**src/logic/grom_defines.svh**
```systemverilog
`ifndef GROM_DEFINES_SVH
`define GROM_DEFINES_SVH

// populated slots, 1 to 8
`define GROM_COUNT 8

// bytes in one 2 KiB page
`define GROM_PAGE_DEPTH 2048

// slot id, address inside the 8 KiB window, offset inside a page
`define GROM_ID_W 3
`define GROM_ADDR_W 13
`define GROM_OFS_W 11

// slot id joined to page offset
`define GROM_IDX_W (`GROM_ID_W + `GROM_OFS_W)

`endif

```
**src/logic/grom_pkg.sv**
```systemverilog
`default_nettype none

`include "grom_defines.svh"

package grom_pkg;

   // encoded as {m, mo}
   typedef enum logic [1:0] {
      GOP_WRITE_DATA = 2'b00,
      GOP_WRITE_ADDR = 2'b01,
      GOP_READ_DATA  = 2'b10,
      GOP_READ_ADDR  = 2'b11
   } grom_op_e;

   typedef enum logic [1:0] {
      PORT_IDLE  = 2'b00,
      PORT_FETCH = 2'b01,   // arrays read, counter steps
      PORT_LATCH = 2'b10    // merged byte captured
   } grom_port_state_e;

   // prefetch from the CPU side
   typedef struct packed {
      logic                   valid;
      logic [`GROM_IDX_W-1:0] idx;
   } grom_fetch_req_t;

   // host access, page select 3 is unmapped
   typedef struct packed {
      logic                   rd;
      logic                   wr;
      logic [1:0]             page;
      logic [`GROM_IDX_W-1:0] idx;
      logic [7:0]             wdata;
   } grom_host_req_t;

   typedef struct packed {
      logic [7:0] page2;
      logic [7:0] page1;
      logic [7:0] page0;
   } grom_page_bytes_t;

endpackage

`default_nettype wire

```
**src/logic/grom_port.sv**
```systemverilog
`default_nettype none

`include "grom_defines.svh"

module grom_port (
   input  logic                      clk,
   input  logic                      rst_n_i,
   input  logic                      gs_i,
   input  logic                      m_i,
   input  logic                      mo_i,
   input  logic [7:0]                d_i,
   output logic [7:0]                q_o,
   output logic                      gready_o,
   output logic [15:0]               debug_addr_o,
   output grom_pkg::grom_fetch_req_t fetch_req_o,
   output logic [2:0]                page_mask_o,
   input  logic [7:0]                fetch_byte_i
);
   import grom_pkg::*;

   grom_port_state_e        state_q;
   grom_op_e                op;
   logic [`GROM_ID_W-1:0]   grom_id_q;
   logic [`GROM_ADDR_W-1:0] addr_q;
   logic                    addr_toggle_q;   // first byte of pair seen
   logic [7:0]              out_byte_q;      // prefetched byte
   logic                    slot_present;
   logic [1:0]              addr_top;

   assign op           = grom_op_e'({m_i, mo_i});
   assign gready_o     = (state_q == PORT_IDLE);
   assign debug_addr_o = {grom_id_q, addr_q};
   assign slot_present = (grom_id_q < `GROM_COUNT);
   assign addr_top     = addr_q[`GROM_ADDR_W-1 -: 2];

   assign fetch_req_o.valid = (state_q == PORT_FETCH);
   assign fetch_req_o.idx   = {grom_id_q, addr_q[`GROM_OFS_W-1:0]};

   // which pages answer at this address
   always_comb begin
      page_mask_o = 3'b000;
      if (slot_present) begin
         page_mask_o[0] = (addr_top == 2'b00);
         page_mask_o[1] = addr_top[0];
         page_mask_o[2] = addr_top[1];
      end
   end

   always_ff @(posedge clk or negedge rst_n_i) begin
      if (!rst_n_i) begin
         state_q       <= PORT_IDLE;
         grom_id_q     <= '0;
         addr_q        <= '0;
         addr_toggle_q <= 1'b0;
         out_byte_q    <= 8'h00;
         q_o           <= 8'h00;
      end else begin
         case (state_q)
            PORT_IDLE: begin
               if (gs_i) begin
                  case (op)
                     GOP_READ_DATA: begin
                        q_o           <= out_byte_q;
                        addr_toggle_q <= 1'b0;
                        state_q       <= PORT_FETCH;
                     end
                     GOP_READ_ADDR: begin
                        // high byte out, low byte moves up
                        q_o                         <= debug_addr_o[15:8];
                        {grom_id_q, addr_q[12:8]}   <= debug_addr_o[7:0];
                        addr_toggle_q               <= 1'b0;
                     end
                     GOP_WRITE_ADDR: begin
                        {grom_id_q, addr_q} <= {debug_addr_o[7:0], d_i};
                        addr_toggle_q       <= ~addr_toggle_q;
                        if (addr_toggle_q) begin
                           state_q <= PORT_FETCH;   // pair complete
                        end
                     end
                     default: begin
                        // rom, data writes dropped
                     end
                  endcase
               end
            end
            PORT_FETCH: begin
               addr_q  <= addr_q + 1'b1;
               state_q <= PORT_LATCH;
            end
            PORT_LATCH: begin
               out_byte_q <= fetch_byte_i;   // merged one cycle after fetch
               state_q    <= PORT_IDLE;
            end
            default: begin
               state_q <= PORT_IDLE;
            end
         endcase
      end
   end

   // prefetch always takes exactly two busy cycles
   assert property (@(posedge clk) disable iff (!rst_n_i)
      (state_q == PORT_FETCH) |=> (state_q == PORT_LATCH))
      else $error("grom_port: FETCH not followed by LATCH");

   // a fetch only follows a strobe taken while ready
   assert property (@(posedge clk) disable iff (!rst_n_i)
      fetch_req_o.valid |-> $past(gs_i && gready_o))
      else $error("grom_port: fetch request without accepted strobe");

endmodule

`default_nettype wire

```
**config.mk**
```make
export PLATFORM = sky130hd
export DESIGN_NAME = grom_port
export DESIGN_NICKNAME = d
export VERILOG_FILES = /design/src/logic/grom_pkg.sv /design/src/logic/grom_port.sv
export VERILOG_INCLUDE_DIRS = /design/src /design/src/logic
export SDC_FILE = /design/constraint.sdc
export NUM_CORES = 1
export LEC_CHECK = 0
export ABC_AREA = 1
export BUFFER_PORTS_ARGS = -buffer_cell sky130_fd_sc_hd__buf_2
export CAP_MARGIN = 20
export CORE_ASPECT_RATIO = 0.8
export CORE_MARGIN = 4
export CORE_UTILIZATION = 48
export DETAILED_ROUTE_END_ITERATION = 12
export GPL_ROUTABILITY_DRIVEN = 0
export PLACE_DENSITY = 0.73
export SYNTH_ARGS = -nofsm -noshare
export SYNTH_HDL_FRONTEND = slang
export SYNTH_SLANG_ARGS = --single-unit
```
**constraint.sdc**
```tcl
create_clock -name clk -period 2.5 [get_ports clk]
set_clock_uncertainty 0.1 [all_clocks]
set_input_delay 0.5 -clock clk [delete_from_list [all_inputs] [get_ports clk]]
set_output_delay 0.5 -clock clk [all_outputs]
set_load 0.02 [all_outputs]
```
Word-level counts from Yosys, hierarchy flattened
Index checks and enable logic that the tools add are counted.

Register bits: 35. Output and inout port bits: 43. Logic and storage cells: 42.

Add/sub/neg operators: 1. Eq/ne operators: 10. Multiplexer cells: 10. Bitwise operators: 1. Reduce and logical (&&, ||, !) cells: 13.

Operators with widths (number): case mux 13 bit (2 select lines) (1); AND reduction 3 bit (6); case mux 8 bit (2 select lines) (1); adder 13 x 1 -> 13 bit (second input constant) (1); two-way mux 13 bit (1); two-way mux 8 bit (1); case mux 2 bit (2 select lines) (2); == test 2 bit (second input constant) (3); nonzero test 2 bit (3); two-way mux 5 bit (1); == test 2 x 1 -> 1 bit (second input constant) (2); zero test 2 bit (2); two-way mux 2 bit (2); != test 2 bit (second input constant) (2); OR reduction 2 bit (2); != test 3 x 1 -> 1 bit (second input constant) (1); != test 3 bit (second input constant) (1); != test 2 x 1 -> 1 bit (second input constant) (1); case mux 1 bit (2 select lines) (1); NOT 1 bit (1).

Logic depth before layout (Yosys ltp)
Word-level depth: 5. Gate-level depth with buffers: 9. Gate-level depth less buffers: 9.

Least setup slack after synthesis
OpenSTA, ideal clock, no wires.

Kind: register to register. Start: reg addr_q[1]. End: reg addr_q[8]. Library setup time: 0.126 ns. Data arrival time: 1.341 ns. Data required time: 2.274 ns. Setup slack: 0.933 ns. Cell stages (with the launch flop): 9. Path buffers: 0. Cells stage by stage: dfrtp_1 ha_1 nand2_1 nor2_1 nand2_1 nand2_1 nand3_1 nand2_1 o21ai_0.

Longest elaborated chain between the ends: 2.

Ends and longest elaborated chain: start, declared (line grom_port.sv:24) `` logic [`GROM_ADDR_W-1:0] addr_q; ``; start signal, assigned (line grom_port.sv:74) `{grom_id_q, addr_q} <= {debug_addr_o[7:0], d_i};`; start signal, assigned (line grom_port.sv:87) `addr_q <= addr_q + 1'b1;`; adder 13 x 1 -> 13 bit (line grom_port.sv:87); case mux 13 bit (2 select lines) (line grom_port.sv:58) `case (state_q)`.

No other way between the ends. A chain may end at the register's enable or synchronous reset.

==> metrics <==
postcts setup bufs=0; max-cap viol count=0; pre-CTS setup slack=0.6674 ns; vias in the first global route=1650; CTS tree=done; post-synthesis register bit count=35; clock sinks=35; # diodes=0; Worst setup SP type=flip-flop; core box area=3879 um^2; LEAKAGE=1.175 nW; crit end category=output port; Fmax achieved=0.4924 GHz; RSZ-0062 raised after global routing=no; Period minus WS final=2.031 ns; Total GRT Usage=19.85%; worst slew pin tran=0.7804 ns; crit path max fanout=24; WP data arrival=1.43 ns; Pre-Repair DR Iteration Count=4; Setup WS post-layout=0.4690 ns; Slew HR=47.97%; routed len/inst=13.16 um; IO Port Bufs=63; outcome=finished clean; Mapped Area=1982 um^2; Syn Nets=276; pin count of the biggest net entering global routing=36; clk buf depth=2; Final Max Tran Viols=0; via count=1814; CTS root buffer=clkbuf_8; PostCTS Resize Cnt=0; Die X=79.84 um; nets=325; initial DRC count=151; # IOs=64; maximum VDD drop=0.0008030 V; clock latency on the worst-skew pair=0.30 ns; layout cell share with drive strength beyond 1=29.28%; Setup TNS=0 ns; CTS Buf Count=5; Clock Pin Slew Worst Setup and Hold Paths=0.07 ns; Hold Buf Count CTS=0; Max H-tree Level=2; initial antenna violation count=0; Final ANT Viol Nets=0; worst stage delay on the critical path=0.44 ns; P per Cell Area=1398 nW/um^2; Synth Area per Inst=7.803 um^2; DRC=0; initial core utilization=51.10%; Die ar.=5228 um^2; worst hold path type=in -> async; WHS=0.1794 ns; period utilization=81.24%; post-synthesis sequential area ratio=44.19%; first-pass GRT wire length=7907 um; Cells after Synth=254; distinct cell type count after synthesis=29; count of endpoints failing hold in the final timing report=0; Via density=5.053; final setup vio count=0; Yosys Warn Count=0; area delta synth->final=16.92%; cell row count=20; Routed WL=4726 um; gr ovfl total=0; CP Cell Sequence=inv_1 -> nand2_1 -> inv_2 -> buf_2; Worst Path Required=1.90 ns; CP max-delay cell=dfrtp_1; die height=65.48 um; DP Wirelength=3500 um; worst setup path class=reg -> out; total power draw=3.240 mW
==> critical path, delay by kind of cell (launching register included) <==
kind                   cells  cell delay, ns
buffers and inverters      3            0.62
DFF                        1            0.44
and+or+nand+nor            1            0.07
==> kinds of logic (layout without fill, tap and decap cells) <==
kind of cell             count (synthesis)  in the layout  synth area share (%)
multiplexers                             8              8                 4.546
buffers and inverters                   44             94                 12.06
flip-flops                              35             35                 44.19
XOR/XNOR                                 1              1                0.4420
AND/OR/NAND/NOR                        136            136                 29.99
adder cells (fa/ha/maj)                  1              1                0.6312
AO/OA/AOI/OAI                           29             29                 8.144
==> synth_stat cells (all sizes together) <==
cell | count | area [um^2]
o21ai | 14 | 70.07
mux2 | 8 | 90.09
clkbuf | 2 | 7.510
inv | 22 | 82.58
dfrtp | 35 | 875.8
nand3b | 1 | 7.510
ha | 1 | 12.51
nand4 | 2 | 12.51
nor3 | 5 | 41.29
a2bb2oi | 1 | 8.760
nand3 | 24 | 120.1
a21oi | 4 | 20.02
a31oi | 10 | 62.56
or2 | 3 | 18.78
nand2 | 69 | 261.5
nor2 | 32 | 132.6
xor2 | 1 | 8.760
buf | 20 | 148.9
==> placed cells by master, fill, tap and decap left out, drive strengths merged <==
cell type | netlist | final
nand2 | 69 | 69
buf | 20 | 64
dfrtp | 35 | 35
nor2 | 32 | 32
nand3 | 24 | 24
inv | 22 | 22
o21ai | 14 | 14
a31oi | 10 | 10
mux2 | 8 | 8
clkbuf | 2 | 8
nor3 | 5 | 5
a21oi | 4 | 4
or2 | 3 | 3
nand4 | 2 | 2
xor2 | 1 | 1
a2bb2oi | 1 | 1
nand3b | 1 | 1
ha | 1 | 1
==> where the power goes <==
part,internal (mW),switching [mW]
combinational,0.575,1.06
clock,0.251,0.207
sequential,0.840,0.310
==> layer usage <==
metal	part of all wire, %	global-route usage, %
met5	0	0
met4	0.55	8.228
met3	7.3	4.247
met2	46	30.73
met1	46	27.06
==> layout make-up <==
| type | count | area (um^2) |
|---|---|---|
| Inverter | 22 | 82.58 |
| Tap cell | 55 | 68.82 |
| Timing Repair Buffer | 64 | 322.8 |
| Fill cell | 361 | 1562 |
| Clock buffer | 8 | 100.1 |
| Sequential cell | 35 | 875.8 |
| Multi-Input combinational cell | 175 | 867.1 |
==> path summary, 6_finish.rpt <==
kind / start / slack [ns] / cells past startpoint / endpoint
worst min-delay path: rst_n_i / 0.18 / 1 / addr_q[10]$_DFFE_PN0P_
min in group clk: d_i[0] / 0.30 / 3 / addr_q[0]$_DFFE_PN0P_
worst min register to register: out_byte_q[4]$_DFFE_PN0N_ / 0.41 / 1 / out_byte_q[4]$_DFFE_PN0N_
worst max register to register: addr_q[1]$_DFFE_PN0P_ / 0.87 / 8 / addr_q[8]$_DFFE_PN0P_
worst max-delay path: state_q[1]$_DFFE_PN0P_ / 0.47 / 4 / fetch_req_o[14]
max in group asynchronous: rst_n_i / 1.63 / 1 / addr_toggle_q$_DFFE_PN0P_
==> state kept, by name, indices dropped and copies added, names as in the netlist <==
name and cells:
state_q 2, addr_q 13, q_o 8, grom_id_q 3
addr_toggle_q 1, out_byte_q 8
==> per-stage QoR <==
step                      std cells  area (um^2)  util, %
final                           359         2317    59.74
after global routing            359         2317    59.74
after floorplan                 254         1982        -
after detailed placement        351         2217    57.16
after global placement          351         2217    57.16
after CTS                       359         2317    59.74
Power figures use the tool's default switching activity.
