`config.mk`:
```
export PLATFORM = sky130hd
export DESIGN_NAME = grom_host
export DESIGN_NICKNAME = d
export VERILOG_FILES = /design/src/logic/grom_pkg.sv /design/src/logic/grom_host.sv
export VERILOG_INCLUDE_DIRS = /design/src /design/src/logic
export SDC_FILE = /design/constraint.sdc
export NUM_CORES = 1
export LEC_CHECK = 0
export BUFFER_PORTS_ARGS = -buffer_cell sky130_fd_sc_hd__buf_2
export CAP_MARGIN = 20
export CORE_MARGIN = 2
export CORE_UTILIZATION = 24
export DETAILED_ROUTE_END_ITERATION = 16
export HOLD_SLACK_MARGIN = 0.06
export PLACE_DENSITY = 0.79
export SYNTH_ARGS = -nofsm -noshare
export SYNTH_HDL_FRONTEND = slang
export SYNTH_SLANG_ARGS = --single-unit
```
`constraint.sdc`:
```
create_clock -name clk -period 0.8 [get_ports clk]
set_input_delay 0.04 -clock clk [delete_from_list [all_inputs] [get_ports clk]]
set_output_delay 0.04 -clock clk [all_outputs]
set_load 0.01 [all_outputs]
```
`src/logic/grom_defines.svh`:
```
`ifndef GROM_DEFINES_SVH
`define GROM_DEFINES_SVH

// populated slots, 1 to 8
`define GROM_COUNT 8

// bytes in one 2 KiB page
`define GROM_PAGE_DEPTH 2048

// slot id, address inside the 8 KiB window, offset inside a page
`define GROM_ID_W 3
`define GROM_ADDR_W 13
`define GROM_OFS_W 11

// slot id joined to page offset
`define GROM_IDX_W (`GROM_ID_W + `GROM_OFS_W)

`endif

```
`src/logic/grom_pkg.sv`:
```
`default_nettype none

`include "grom_defines.svh"

package grom_pkg;

   // encoded as {m, mo}
   typedef enum logic [1:0] {
      GOP_WRITE_DATA = 2'b00,
      GOP_WRITE_ADDR = 2'b01,
      GOP_READ_DATA  = 2'b10,
      GOP_READ_ADDR  = 2'b11
   } grom_op_e;

   typedef enum logic [1:0] {
      PORT_IDLE  = 2'b00,
      PORT_FETCH = 2'b01,   // arrays read, counter steps
      PORT_LATCH = 2'b10    // merged byte captured
   } grom_port_state_e;

   // prefetch from the CPU side
   typedef struct packed {
      logic                   valid;
      logic [`GROM_IDX_W-1:0] idx;
   } grom_fetch_req_t;

   // host access, page select 3 is unmapped
   typedef struct packed {
      logic                   rd;
      logic                   wr;
      logic [1:0]             page;
      logic [`GROM_IDX_W-1:0] idx;
      logic [7:0]             wdata;
   } grom_host_req_t;

   typedef struct packed {
      logic [7:0] page2;
      logic [7:0] page1;
      logic [7:0] page0;
   } grom_page_bytes_t;

endpackage

`default_nettype wire

```
`src/logic/grom_host.sv`:
```
`default_nettype none

`include "grom_defines.svh"

module grom_host (
   input  logic                       clk,
   input  logic                       rst_n_i,
   input  logic [15:0]                wb_adr_i,
   input  logic [7:0]                 wb_dat_i,
   output logic [7:0]                 wb_dat_o,
   input  logic                       wb_we_i,
   input  logic                       wb_sel_i,
   input  logic                       wb_stb_i,
   input  logic                       wb_cyc_i,
   output logic                       wb_ack_o,
   output grom_pkg::grom_host_req_t   host_req_o,
   input  logic                       host_grant_i,
   input  grom_pkg::grom_page_bytes_t page_bytes_i
);
   import grom_pkg::*;

   logic                   bus_access;
   logic                   rd_done_q;   // read data sits in page regs
   logic [1:0]             page_sel;
   logic [`GROM_ID_W-1:0]  slot;
   logic [`GROM_OFS_W-1:0] ofs;

   assign bus_access = wb_cyc_i && wb_stb_i;

   // address fields: slot, page, offset
   assign slot     = wb_adr_i[15 -: `GROM_ID_W];
   assign page_sel = wb_adr_i[`GROM_OFS_W +: 2];
   assign ofs      = wb_adr_i[`GROM_OFS_W-1:0];

   assign host_req_o.rd    = bus_access && !wb_we_i && !rd_done_q;
   assign host_req_o.wr    = bus_access && wb_we_i && wb_sel_i;
   assign host_req_o.page  = page_sel;
   assign host_req_o.idx   = {slot, ofs};
   assign host_req_o.wdata = wb_dat_i;

   // writes ack at once, reads once the store has read
   assign wb_ack_o = (bus_access && wb_we_i) || rd_done_q;

   always_ff @(posedge clk or negedge rst_n_i) begin
      if (!rst_n_i) begin
         rd_done_q <= 1'b0;
      end else begin
         rd_done_q <= host_req_o.rd && host_grant_i;
      end
   end

   always_comb begin
      case (page_sel)
         2'd0:    wb_dat_o = page_bytes_i.page0;
         2'd1:    wb_dat_o = page_bytes_i.page1;
         2'd2:    wb_dat_o = page_bytes_i.page2;
         default: wb_dat_o = 8'h00;   // unmapped page
      endcase
   end

   assert property (@(posedge clk) disable iff (!rst_n_i)
      (wb_ack_o && !wb_we_i) |=> !(wb_ack_o && !wb_we_i))
      else $error("grom_host: read acknowledge held two cycles");

endmodule

`default_nettype wire

```
; ---- Word-level counts from Yosys, hierarchy flattened
; Index checks and enable logic that the tools add are counted.
[totals]
reg_bits = 1
input_bits = 55
output_inout_bits = 35
word_cells = 14
[classes]
n_eq_ne = 2
muxes = 1
reduce_logical = 10
[ops]
columns = op, count
row1 = 8-bit one-hot mux with 3 select lines, 1
row2 = 1-bit logical AND, 6
row3 = 2-bit by 1-bit equality test with 1-bit output (second input constant), 1
row4 = 2-bit equality test (second input constant), 1
row5 = 1-bit zero test, 2
row6 = 2-bit zero test, 1
row7 = 1-bit logical OR, 1

; ---- Depth between registers and ports, before layout
; Gate-level depths: netlist of run 1.
[logic_depth]
ltp_word = 4
mapped_depth = 4
depth_no_buf = 2

; ---- Worst setup path after synthesis of run 1
; Ideal clock, no wire load.
[synth_path]
path_type = flip-flop to output port
from = register rd_done_q
to = output host_req_o[25] (netlist bit)
t_arrival_ns = 0.669
required_ns = 0.760
setup_slack_ns = 0.091
stages_incl_launch_ff = 2
path_buffers = 0
cell_sequence = dfrtp_1 nor3_1
[synth_rtl]
columns = item, line_no
row1 = "start, declared", grom_host.sv:23  ; logic rd_done_q;
row2 = "start signal, assigned", grom_host.sv:48  ; rd_done_q <= host_req_o.rd && host_grant_i;
row3 = "end, declared", grom_host.sv:16  ; output grom_pkg::grom_host_req_t host_req_o,

; ---- Final worst setup path of run 1
[layout_path]
from = register rd_done_q
to = output wb_ack_o
[layout_between]
elab_chain_len = 1
[layout_rtl]
columns = item, line_no
row1 = 1-bit logical OR, grom_host.sv:42  ; assign wb_ack_o = (bus_access && wb_we_i) || rd_done_q;
row2 = "end, declared", grom_host.sv:15  ; output logic wb_ack_o,
; No other way between the ends.

==> summary.md, run 1 <==
| Metric | Value |
|---|---|
| Post-synthesis cell type count | `11` |
| Synth area leaders | `buf_4 (41%), mux2i_1 (18%), o2bb2ai_1 (16%)` |
| Final setup vio count | `0` |
| Most Crowded Layer GR | `met2` |
| Clk_lat worst skew | `0 ns` |
| Final ANT Viol Nets | `0` |
| Vias in the first global route | `354` |
| Top flop regs | `rd_done_q: 1 flops` |
| Placeable core region | `1730 um^2` |
| Top cell type's share of synthesized area | `41.1%` |
| Post-Synthesis Cells | `50` |
| Largest net degree at the start of global routing | `11` |
| Power Total | `0.000307 W` |
| Commonest non-fill, non-tap cell in the layout | `buf_2` |
| Post-synthesis sequential area ratio | `5.71%` |
| Post-route setup TNS | `0 ns` |
| GRT overflow | `0` |
| Post-CTS Setup Inserts | `0` |
| Commonest non-fill, non-tap cells in the layout | `buf_2 (44), mux2i_1 (7), o2bb2ai_1 (7)` |
| Startpoint types | `register` |
| Syn avg cell area | `8.76 um^2` |
| Drt drc | `0` |
| Hold Crit Class | `in -> out` |
| Die height | `46.7 um` |
| Layout Nets | `127` |
| Met1 GRT Util | `8.80%` |
| Slew HR | `85.1%` |
| Total die area | `2180 um^2` |
| RePlAce Congestion | `0.682` |
| IO Pins | `90` |
| Biggest area consumer among synthesized cells | `buf_4` |
| Met3 usage | `2.75%` |
| Status | `completed` |
| Maximum VDD drop | `0.284 mV` |
| Synthesis-to-layout area growth | `18.9%` |
| Layout cells sized above 1 | `72.9%` |
| RR Startpoint | `rd_done_q` |
| Critical Path Start | `rd_done_q` |
| Hold Vio Cnt, Final | `0` |
| Ys Warns | `0` |
| Die X | `46.7 um` |
| Synthesized flop and latch total | `1` |
| Hold Startpoint | `wb_dat_i[0]` |
| # port buffers | `45` |
| Worst Hold Slack | `0.0800 ns` |
| RSZ-0062 raised after global routing | `yes` |
| Tmin final | `0.773 ns` |
| Tcrit/Tclk final | `96.7%` |
| Worst EP required | `0.76 ns` |
| Hold endpoint | `host_req_o[0]` |
| Max-Cap Viols | `0` |
| Max reg flops | `1` |
| Dpl hpwl | `916 um` |
| Post-Route WL | `1040 um` |
| Reg2Reg Depth | `1` |
| Final setup skew | `0 ns` |
| # diodes | `0` |
| Initial antenna violation count | `0` |
| Number of vias per cell | `4.36` |
| Lkg Pwr | `0.290 nW` |
| Worst slack, placed | `-0.0331 ns` |
| GRT Total Usage | `8.13%` |
| Via count | `414` |
| Initial Util | `25.4%` |
| Pre-antenna DRT Iters | `1` |
| Slew @ Worst Pin | `0.222 ns` |
| Max Clock Freq | `1290 MHz` |
| Power Dens Cells | `590 nW/um^2` |
| M2 GR Usage | `15.6%` |
| DRT iter0 DRCs | `0` |
| Row count | `15` |
| Pins Over Slew Limit | `0` |
| Reg2reg setup slack | `0.06 ns` |
| Largest Register | `rd_done_q` |
| CP endpoint kind | `output pin` |
| Reg-to-reg endpoint | `rd_done_q` |
| Setup ws final | `0.0267 ns` |
| Crit path max fanout | `3` |
| Arrival @ worst endpoint | `0.73 ns` |
| Clock slew at reported path FFs | `0 ns` |
| First-pass GRT wire length | `1370 um` |
| WL/cell | `10.9 um` |
| Critical path type | `reg -> out` |
| Syn_nets | `105` |
| Cell Area, Synth | `438 um^2` |
| Hold Crit Depth | `0` |
==> repair_timing <==
| item | 4_1_cts | 5_1_grt |
|---|---|---|
| hold buffers | 1 | 0 |
| endpoints found under the hold margin | 1 | 0 |
| resized for setup | 2 | 3 |
| endpoints found under the setup margin | 7 | 5 |
==> through the flow <==
step           util (%)  area [um^2]  instances
6_report           30.1          520         95
5_1_grt            30.1          520         95
4_1_cts            29.3          507         95
3_5_place_dp       28.3          488         94
3_3_place_gp       28.3          488         94
2_1_floorplan         -          438         50
==> cell usage after synthesis, drive strengths merged <==
cell / n
a31o: 1
and4: 1
buf: 27
dfrtp: 1
mux2i: 8
nand2: 1
nor2b: 1
nor3: 1
nor4b: 1
o2bb2ai: 8
==> worst max-delay path by stage <==
stage                     end  depth (start not counted)  slack [ns]
5_1_grt             rd_done_q                          1      -0.006
3_3_place_gp      wb_dat_o[0]                          4        0.01
6_report             wb_ack_o                          2        0.03
4_1_cts              wb_ack_o                          2        0.02
3_5_place_dp        rd_done_q                          1       -0.03
2_1_floorplan  host_req_o[25]                          1        0.09
==> metal layers <==
| metal | routed length, um | share of wire (%) | vias up |
|---|---|---|---|
| li1 | - | - | 198 |
| met1 | 348 | 34 | 185 |
| met2 | 570 | 55 | 29 |
| met3 | 116 | 11 | 2 |
| met4 | 2 | 0.19 | 0 |
| met5 | 0 | 0 | - |
==> power breakdown <==
| part | switching [W] | internal, W | leakage [nW] |
|---|---|---|---|
| Clock | 0 | 0 | 0 |
| Combinational | 0.000111 | 0.000142 | 0.276 |
| Sequential | 0.00000143 | 0.0000528 | 0.0137 |
| Total | 0.000113 | 0.000194 | 0.290 |
==> worst max-delay path: stages (launching register included) <==
cell and delay [ns]:
dfrtp_1 0.39, a31o_2 0.22, buf_2 0.13
==> logic make-up after synthesis <==
group | count (synthesis) | synth area share [%]
flops | 1 | 5.71
simple gates | 5 | 9.14
mux | 8 | 18.3
compound gates | 9 | 18.0
buf+inv | 27 | 48.9
==> area by class of cell <==
cell class                      count  area (um^2)
Fill cell                         202         1210
Multi-Input combinational cell     22          215
Tap cell                           25         31.3
Sequential cell                     1         25.0
Timing Repair Buffer               47          249
(Power assumes the default switching activity.)
==> inputs of run 2 (changes only) <==
Settings changed: ABC_AREA set to 1.
==> summary.md, run 2 <==
| Metric | Value |
|---|---|
| Status | `completed (unchanged)` |
| Post-synthesis compound-gate area fraction | `1.12% (was 18.0%)` |
| Max Clock Freq | `1350 MHz (was 1290 MHz)` |
| Biggest area consumer among synthesized cells | `buf_4 (unchanged)` |
| Pre-antenna DRT Iters | `4 (was 1)` |
| Slew HR | `88.4% (was 85.1%)` |
| Hold Vio Cnt, Final | `0 (unchanged)` |
| Final setup vio count | `0 (unchanged)` |
| First-pass GRT wire length | `1690 um (was 1370 um)` |
| Post-CTS Setup Inserts | `0 (unchanged)` |
| Slew @ Worst Pin | `0.173 ns (was 0.222 ns)` |
| Mux contribution to synthesized area | `0% (was 18.3%)` |
| Ys Warns | `0 (unchanged)` |
| Adder-Cell Fraction of Synth Area | `0% (unchanged)` |
| Post-synthesis sequential area ratio | `5.62% (was 5.71%)` |
| Final setup skew | `0 ns (unchanged)` |
| WL/cell | `10.3 um (was 10.9 um)` |
| Die X | `47.1 um (was 46.7 um)` |
| Met1 GRT Util | `9.36% (was 8.80%)` |
| Crit path max fanout | `2 (was 3)` |
| Arrival @ worst endpoint | `0.70 ns (was 0.73 ns)` |
| Dpl hpwl | `1060 um (was 916 um)` |
| Area post-placement | `499 um^2 (was 488 um^2)` |
| Startpoint types | `register (unchanged)` |
| GRT overflow | `0 (unchanged)` |
| Max reg flops | `1 (unchanged)` |
| Total die area | `2220 um^2 (was 2180 um^2)` |
| Via count | `499 (was 414)` |
| Tcrit/Tclk final | `92.3% (was 96.7%)` |
| Post-Synthesis Cells | `71 (was 50)` |
| Clk_lat worst skew | `0 ns (about the same)` |
| Worst slack, placed | `0.0351 ns (was -0.0331 ns)` |
| Row count | `15 (unchanged)` |
| Synth area leaders | `buf_4 (40%), nand3_1 (27%), nand2_1 (8.4%) (was buf_4 (41%), mux2i_1 (18%), o2bb2ai_1 (16%))` |
| GRT Total Usage | `10.3% (was 8.13%)` |
| Top cell type's share of synthesized area | `40.4% (was 41.1%)` |
| Largest family of logic cells by synthesized area | `buffers and inverters (unchanged)` |
| # diodes | `0 (unchanged)` |
| Hold Crit Class | `in -> out (unchanged)` |
| RePlAce Congestion | `0.682 (about the same)` |
| Simple-Gate Fraction of Synth Area | `43.5% (was 9.14%)` |
| Syn_nets | `126 (was 105)` |
| Layout Nets | `148 (was 127)` |
| Drt drc | `0 (unchanged)` |
| M2 GR Usage | `21.4% (was 15.6%)` |
| Largest net degree at the start of global routing | `12 (was 11)` |
| # port buffers | `45 (unchanged)` |
| Largest Register | `rd_done_q (unchanged)` |
| Clock slew at reported path FFs | `0 ns (about the same)` |
| Core Util, Final | `29.7% (was 30.1%)` |
| Number of vias per cell | `4.30 (was 4.36)` |
| Post-synth EDFFs | `0 (unchanged)` |
| Ys flop type | `dfrtp_1 (unchanged)` |
| Worst EP required | `0.76 ns (about the same)` |
| Most Crowded Layer GR | `met2 (unchanged)` |
| Tmin final | `0.738 ns (was 0.773 ns)` |
| Synthesis-to-layout area growth | `16.6% (was 18.9%)` |
| Die height | `47.1 um (was 46.7 um)` |
| RSZ-0062 raised after global routing | `yes (unchanged)` |
| Async S/R FF share, synth | `100% (unchanged)` |
| Layout cells sized above 1 | `56.0% (was 72.9%)` |
| Initial antenna violation count | `0 (unchanged)` |
| IO Pins | `90 (unchanged)` |
| Syn avg cell area | `6.27 um^2 (was 8.76 um^2)` |
| Cell Area, Synth | `445 um^2 (was 438 um^2)` |
| XOR/XNOR share of the synthesized area | `0% (unchanged)` |
| Top flop regs | `rd_done_q: 1 flops (unchanged)` |
| Max-Cap Viols | `0 (unchanged)` |
| Top cells by count, synth | `buf_4 (24), nand3_1 (24), nand2_1 (10) (was buf_4 (24), mux2i_1 (8), o2bb2ai_1 (8))` |
| Pins Over Slew Limit | `0 (unchanged)` |
| CP endpoint kind | `output pin (unchanged)` |
| Commonest non-fill, non-tap cells in the layout | `buf_2 (43), nand3_1 (24), nand2_1 (9) (was buf_2 (44), mux2i_1 (7), o2bb2ai_1 (7))` |
| Post-Route WL | `1200 um (was 1040 um)` |
| Post-synthesis cell type count | `12 (was 11)` |
| Commonest non-fill, non-tap cell in the layout | `buf_2 (unchanged)` |
| Placeable core region | `1750 um^2 (was 1730 um^2)` |
| Met3 usage | `1.92% (was 2.75%)` |
| Final ANT Viol Nets | `0 (unchanged)` |
| Power Dens Cells | `593 nW/um^2 (was 590 nW/um^2)` |
| DRT iter0 DRCs | `9 (was 0)` |
| Synthesized flop and latch total | `1 (unchanged)` |
| Setup ws final | `0.0615 ns (was 0.0267 ns)` |
| Lkg Pwr | `0.313 nW (was 0.290 nW)` |
| Final instance area | `519 um^2 (was 520 um^2)` |
| Initial Util | `25.5% (was 25.4%)` |
| Vias in the first global route | `472 (was 354)` |
| Maximum VDD drop | `0.402 mV (was 0.284 mV)` |
| Critical path type | `reg -> out (unchanged)` |
==> run 2: cell types whose count changed after synthesis, moves of 2 or more <==
| cell | delta |
|---|---|
| nand3_1 | +24 |
| nand2_1 | +9 |
| mux2i_1 | -8 |
| o2bb2ai_1 | -8 |
| inv_1 | +3 |
| inv_2 | +2 |
==> run 2: metal layers <==
metal | part of all wire, % | vias to the layer above | wire, um
li1 | - | 250 | -
met1 | 30 | 213 | 359
met2 | 56 | 28 | 675
met3 | 9.7 | 8 | 116
met4 | 3.8 | 0 | 46
met5 | 0 | - | 0
==> run 2: cell type report <==
class                   instances  area, um^2
flip-flops and latches          1        25.0
fillers                       195        1230
multi-input cells              39         204
repair buffers                 46         240
well taps                      25        31.3
inverters                       5        18.8
==> run 2: path summary, 6_finish.rpt <==
kind / startpoint / cells after the start / slack (ns) / to
min reg2reg: rd_done_q / 3 / 0.52 / rd_done_q
min: wb_adr_i[13] / 0 / 0.08 / host_req_o[19]
max reg2reg: rd_done_q / 3 / 0.11 / rd_done_q
min in group asynchronous: rst_n_i / 2 / 0.37 / rd_done_q
max: rd_done_q / 4 / 0.06 / host_req_o[25]
max in group asynchronous: rst_n_i / 2 / 0.34 / rd_done_q
==> run 2: stage by stage <==
step | TNS [ns] | std cells | total power (W) | hold WS, ns
finish | 0 | 116 | 0.000308 | 0.0800
CTS | 0 | 116 | 0.000307 | 0.0801
global route | -0.00139 | 116 | 0.000337 | 0.0800
global placement | 0 | 115 | 0.000300 | -0.184
floorplan | 0 | 71 | 0.000297 | -0.256
detailed placement | 0 | 115 | 0.000303 | -0.179
==> run 2: report_power, final <==
part           internal (W)  switching, W
Sequential        0.0000528   0.000000632
Combinational      0.000125      0.000130
Clock                     0             0
==> run 2: timing repair <==
item / 4_1_cts / 5_1_grt
hold endpoints to repair: 1 / 0
setup endpoints to repair: 0 / 10
resized for setup: 0 / 5
hold buffers: 1 / 0
==> run 2: kinds of logic after synthesis <==
kind of cell | after synthesis
AND/OR/NAND/NOR | 38
flip-flops | 1
buffers and inverters | 31
AO/OA/AOI/OAI | 1
==> run 2: worst max-delay path, cell delays in order (launching register included) <==
cell     delay (ns)
dfrtp_1        0.35
inv_2          0.06
nand2_2        0.05
nor2_2         0.10
buf_2          0.13
==> inputs of run 3 (changes only) <==
Settings changed: BUFFER_PORTS_ARGS -buffer_cell sky130_fd_sc_hd__buf_2 to -buffer_cell sky130_fd_sc_hd__clkbuf_2, CORE_UTILIZATION 24 to 25, CTS_BUF_LIST set to sky130_fd_sc_hd__clkbuf_8, PLACE_DENSITY 0.79 to 0.81.
==> summary.md, run 3 (synthesis gave the netlist of run 2 again) <==
| Metric | Value |
|---|---|
| Via count | `497 (was 499)` |
| Crit path max fanout | `5 (was 2)` |
| Power Dens Cells | `594 nW/um^2 (was 593 nW/um^2)` |
| Switching power total | `0.000136 W (was 0.000130 W)` |
| Hold Vio Cnt, Final | `0 (unchanged)` |
| Pins Over Slew Limit | `0 (unchanged)` |
| Vias in the first global route | `470 (was 472)` |
| Max Clock Freq | `1340 MHz (was 1350 MHz)` |
| Fraction of power spent switching nets | `41.2% (was 42.3%)` |
| Layout Nets | `152 (was 148)` |
| Slew @ Worst Pin | `0.181 ns (was 0.173 ns)` |
| # diodes | `0 (unchanged)` |
| Arrival @ worst endpoint | `0.71 ns (was 0.70 ns)` |
| Final ANT Viol Nets | `0 (unchanged)` |
| Slew HR | `87.9% (was 88.4%)` |
| GRT Total Usage | `12.2% (was 10.3%)` |
| Synthesis-to-layout area growth | `24.4% (was 16.6%)` |
| Power Total | `0.000329 W (was 0.000308 W)` |
| Worst EP required | `0.76 ns (about the same)` |
| Setup ws final | `0.0527 ns (was 0.0615 ns)` |
| CP endpoint kind | `output pin (unchanged)` |
| Largest Register | `rd_done_q (unchanged)` |
| Worst slack, placed | `0.0200 ns (was 0.0351 ns)` |
| Final setup skew | `0 ns (unchanged)` |
| Reg power frac | `16.1% (was 17.3%)` |
| Int Pwr | `0.000194 W (was 0.000178 W)` |
| Reg2reg setup slack | `0.12 ns (was 0.11 ns)` |
| Dpl hpwl | `1230 um (was 1060 um)` |
| # port buffers | `45 (unchanged)` |
| First-pass GRT wire length | `1950 um (was 1690 um)` |
| Critical path type | `in -> out (was reg -> out)` |
| WL/cell | `11.2 um (was 10.3 um)` |
| IO Pins | `90 (unchanged)` |
| Clock Power Share | `0% (about the same)` |
| Status | `completed (unchanged)` |
| Max-Cap Viols | `0 (unchanged)` |
| RePlAce Congestion | `0.653 (was 0.682)` |
| Tcrit/Tclk final | `93.4% (was 92.3%)` |
| Final setup vio count | `0 (unchanged)` |
| Commonest non-fill, non-tap cells in the layout | `clkbuf_2 (44), nand3_1 (24), nand2_1 (10) (was buf_2 (43), nand3_1 (24), nand2_1 (9))` |
| DRT iter0 DRCs | `4 (was 9)` |
| Drt drc | `0 (unchanged)` |
| Layout cells sized above 1 | `54.7% (was 56.0%)` |
| Placeable core region | `1710 um^2 (was 1750 um^2)` |
| Post-route setup TNS | `0 ns (unchanged)` |
| Number of vias per cell | `4.14 (was 4.30)` |
| Top flop regs | `rd_done_q: 1 flops (unchanged)` |
| Post-CTS Setup Inserts | `0 (unchanged)` |
| Area post-placement | `542 um^2 (was 499 um^2)` |
| Tmin final | `0.747 ns (was 0.738 ns)` |
| Post-Route WL | `1340 um (was 1200 um)` |
| GRT overflow | `0 (unchanged)` |
| Initial Util | `26.1% (was 25.5%)` |
| Largest net degree at the start of global routing | `9 (was 12)` |
| Startpoint types | `input port (was register)` |
| Die X | `46.2 um (was 47.1 um)` |
| RSZ-0062 raised after global routing | `no (was yes)` |
| Pre-antenna DRT Iters | `4 (unchanged)` |
| Row count | `15 (unchanged)` |
| Die height | `46.2 um (was 47.1 um)` |
| Hold Crit Class | `in -> out (unchanged)` |
| Final instance area | `554 um^2 (was 519 um^2)` |
| Maximum VDD drop | `0.316 mV (was 0.402 mV)` |
| Total die area | `2140 um^2 (was 2220 um^2)` |
| Core Util, Final | `32.5% (was 29.7%)` |
| Comb pwr share | `83.9% (was 82.7%)` |
| Initial antenna violation count | `0 (unchanged)` |
| Lkg Pwr | `0.340 nW (was 0.313 nW)` |
| Commonest non-fill, non-tap cell in the layout | `clkbuf_2 (was buf_2)` |
| Max reg flops | `1 (unchanged)` |
| Clk_lat worst skew | `0 ns (about the same)` |
-- run 3: cell count changes in the layout (fill, tap and decap cells not counted) --
cell / before / now
clkbuf_4: 2 / 1
nor2_2: 1 / 0
inv_1: 2 / 3
inv_2: 3 / 2
nor2_1: 0 / 1
clkbuf_2: 0 / 44
nand2_2: 1 / 0
buf_2: 43 / 0
nand2_1: 9 / 10
buf_4: 0 / 3
buf_12: 0 / 1
-- run 3: timing repair --
action / 4_1_cts / 5_1_grt
resized for setup: 0 / 2
endpoints found under the setup margin: 0 / 5
hold buffers: 1 / 0
hold endpoints to repair: 1 / 0
-- run 3: final cells by class --
type,instances,area [um^2]
sequential,1,25.0
multi-input combinational,39,199
fill,193,1150
inverter,5,18.8
tap,25,31.3
timing repair buffer,50,280
-- run 3: worst paths after layout --
kind	start	endpoint	cells after the start
hold / removal	wb_adr_i[3]	host_req_o[11]	0
setup / recovery	wb_adr_i[11]	wb_dat_o[5]	5
min in group asynchronous	rst_n_i	rd_done_q	2
setup reg to reg	rd_done_q	rd_done_q	3
hold reg to reg	rd_done_q	rd_done_q	3
max in group asynchronous	rst_n_i	rd_done_q	2
-- run 3: metal layers --
layer	part of all wire [%]	vias up	global-route usage, %
li1	-	259	-
met1	30	204	11.1
met2	56	28	24.2
met3	11	6	4.71
met4	3.2	0	4.00
met5	0	-	0
-- run 3: power by group through the flow --
stage	clock network, W	logic (W)	registers, W
2_1_floorplan	0	0.000244	0.0000530
3_3_place_gp	0	0.000266	0.0000531
3_5_place_dp	0	0.000274	0.0000531
4_1_cts	0	0.000279	0.0000531
5_1_grt	0	0.000308	0.0000531
6_report	0	0.000276	0.0000531
-- run 3: through the flow --
| stage | cells | hold slack, ns |
|---|---|---|
| global route | 120 | 0.0800 |
| finish | 120 | 0.0800 |
| CTS | 120 | 0.0801 |
| detailed placement | 119 | -0.180 |
| floorplan | 71 | -0.256 |
| global placement | 119 | -0.185 |
-- run 3: critical path, cell delays in order --
cell,delay (ns)
clkbuf_2,0.18
buf_4,0.17
nand3_1,0.08
nand3_1,0.10
clkbuf_2,0.13
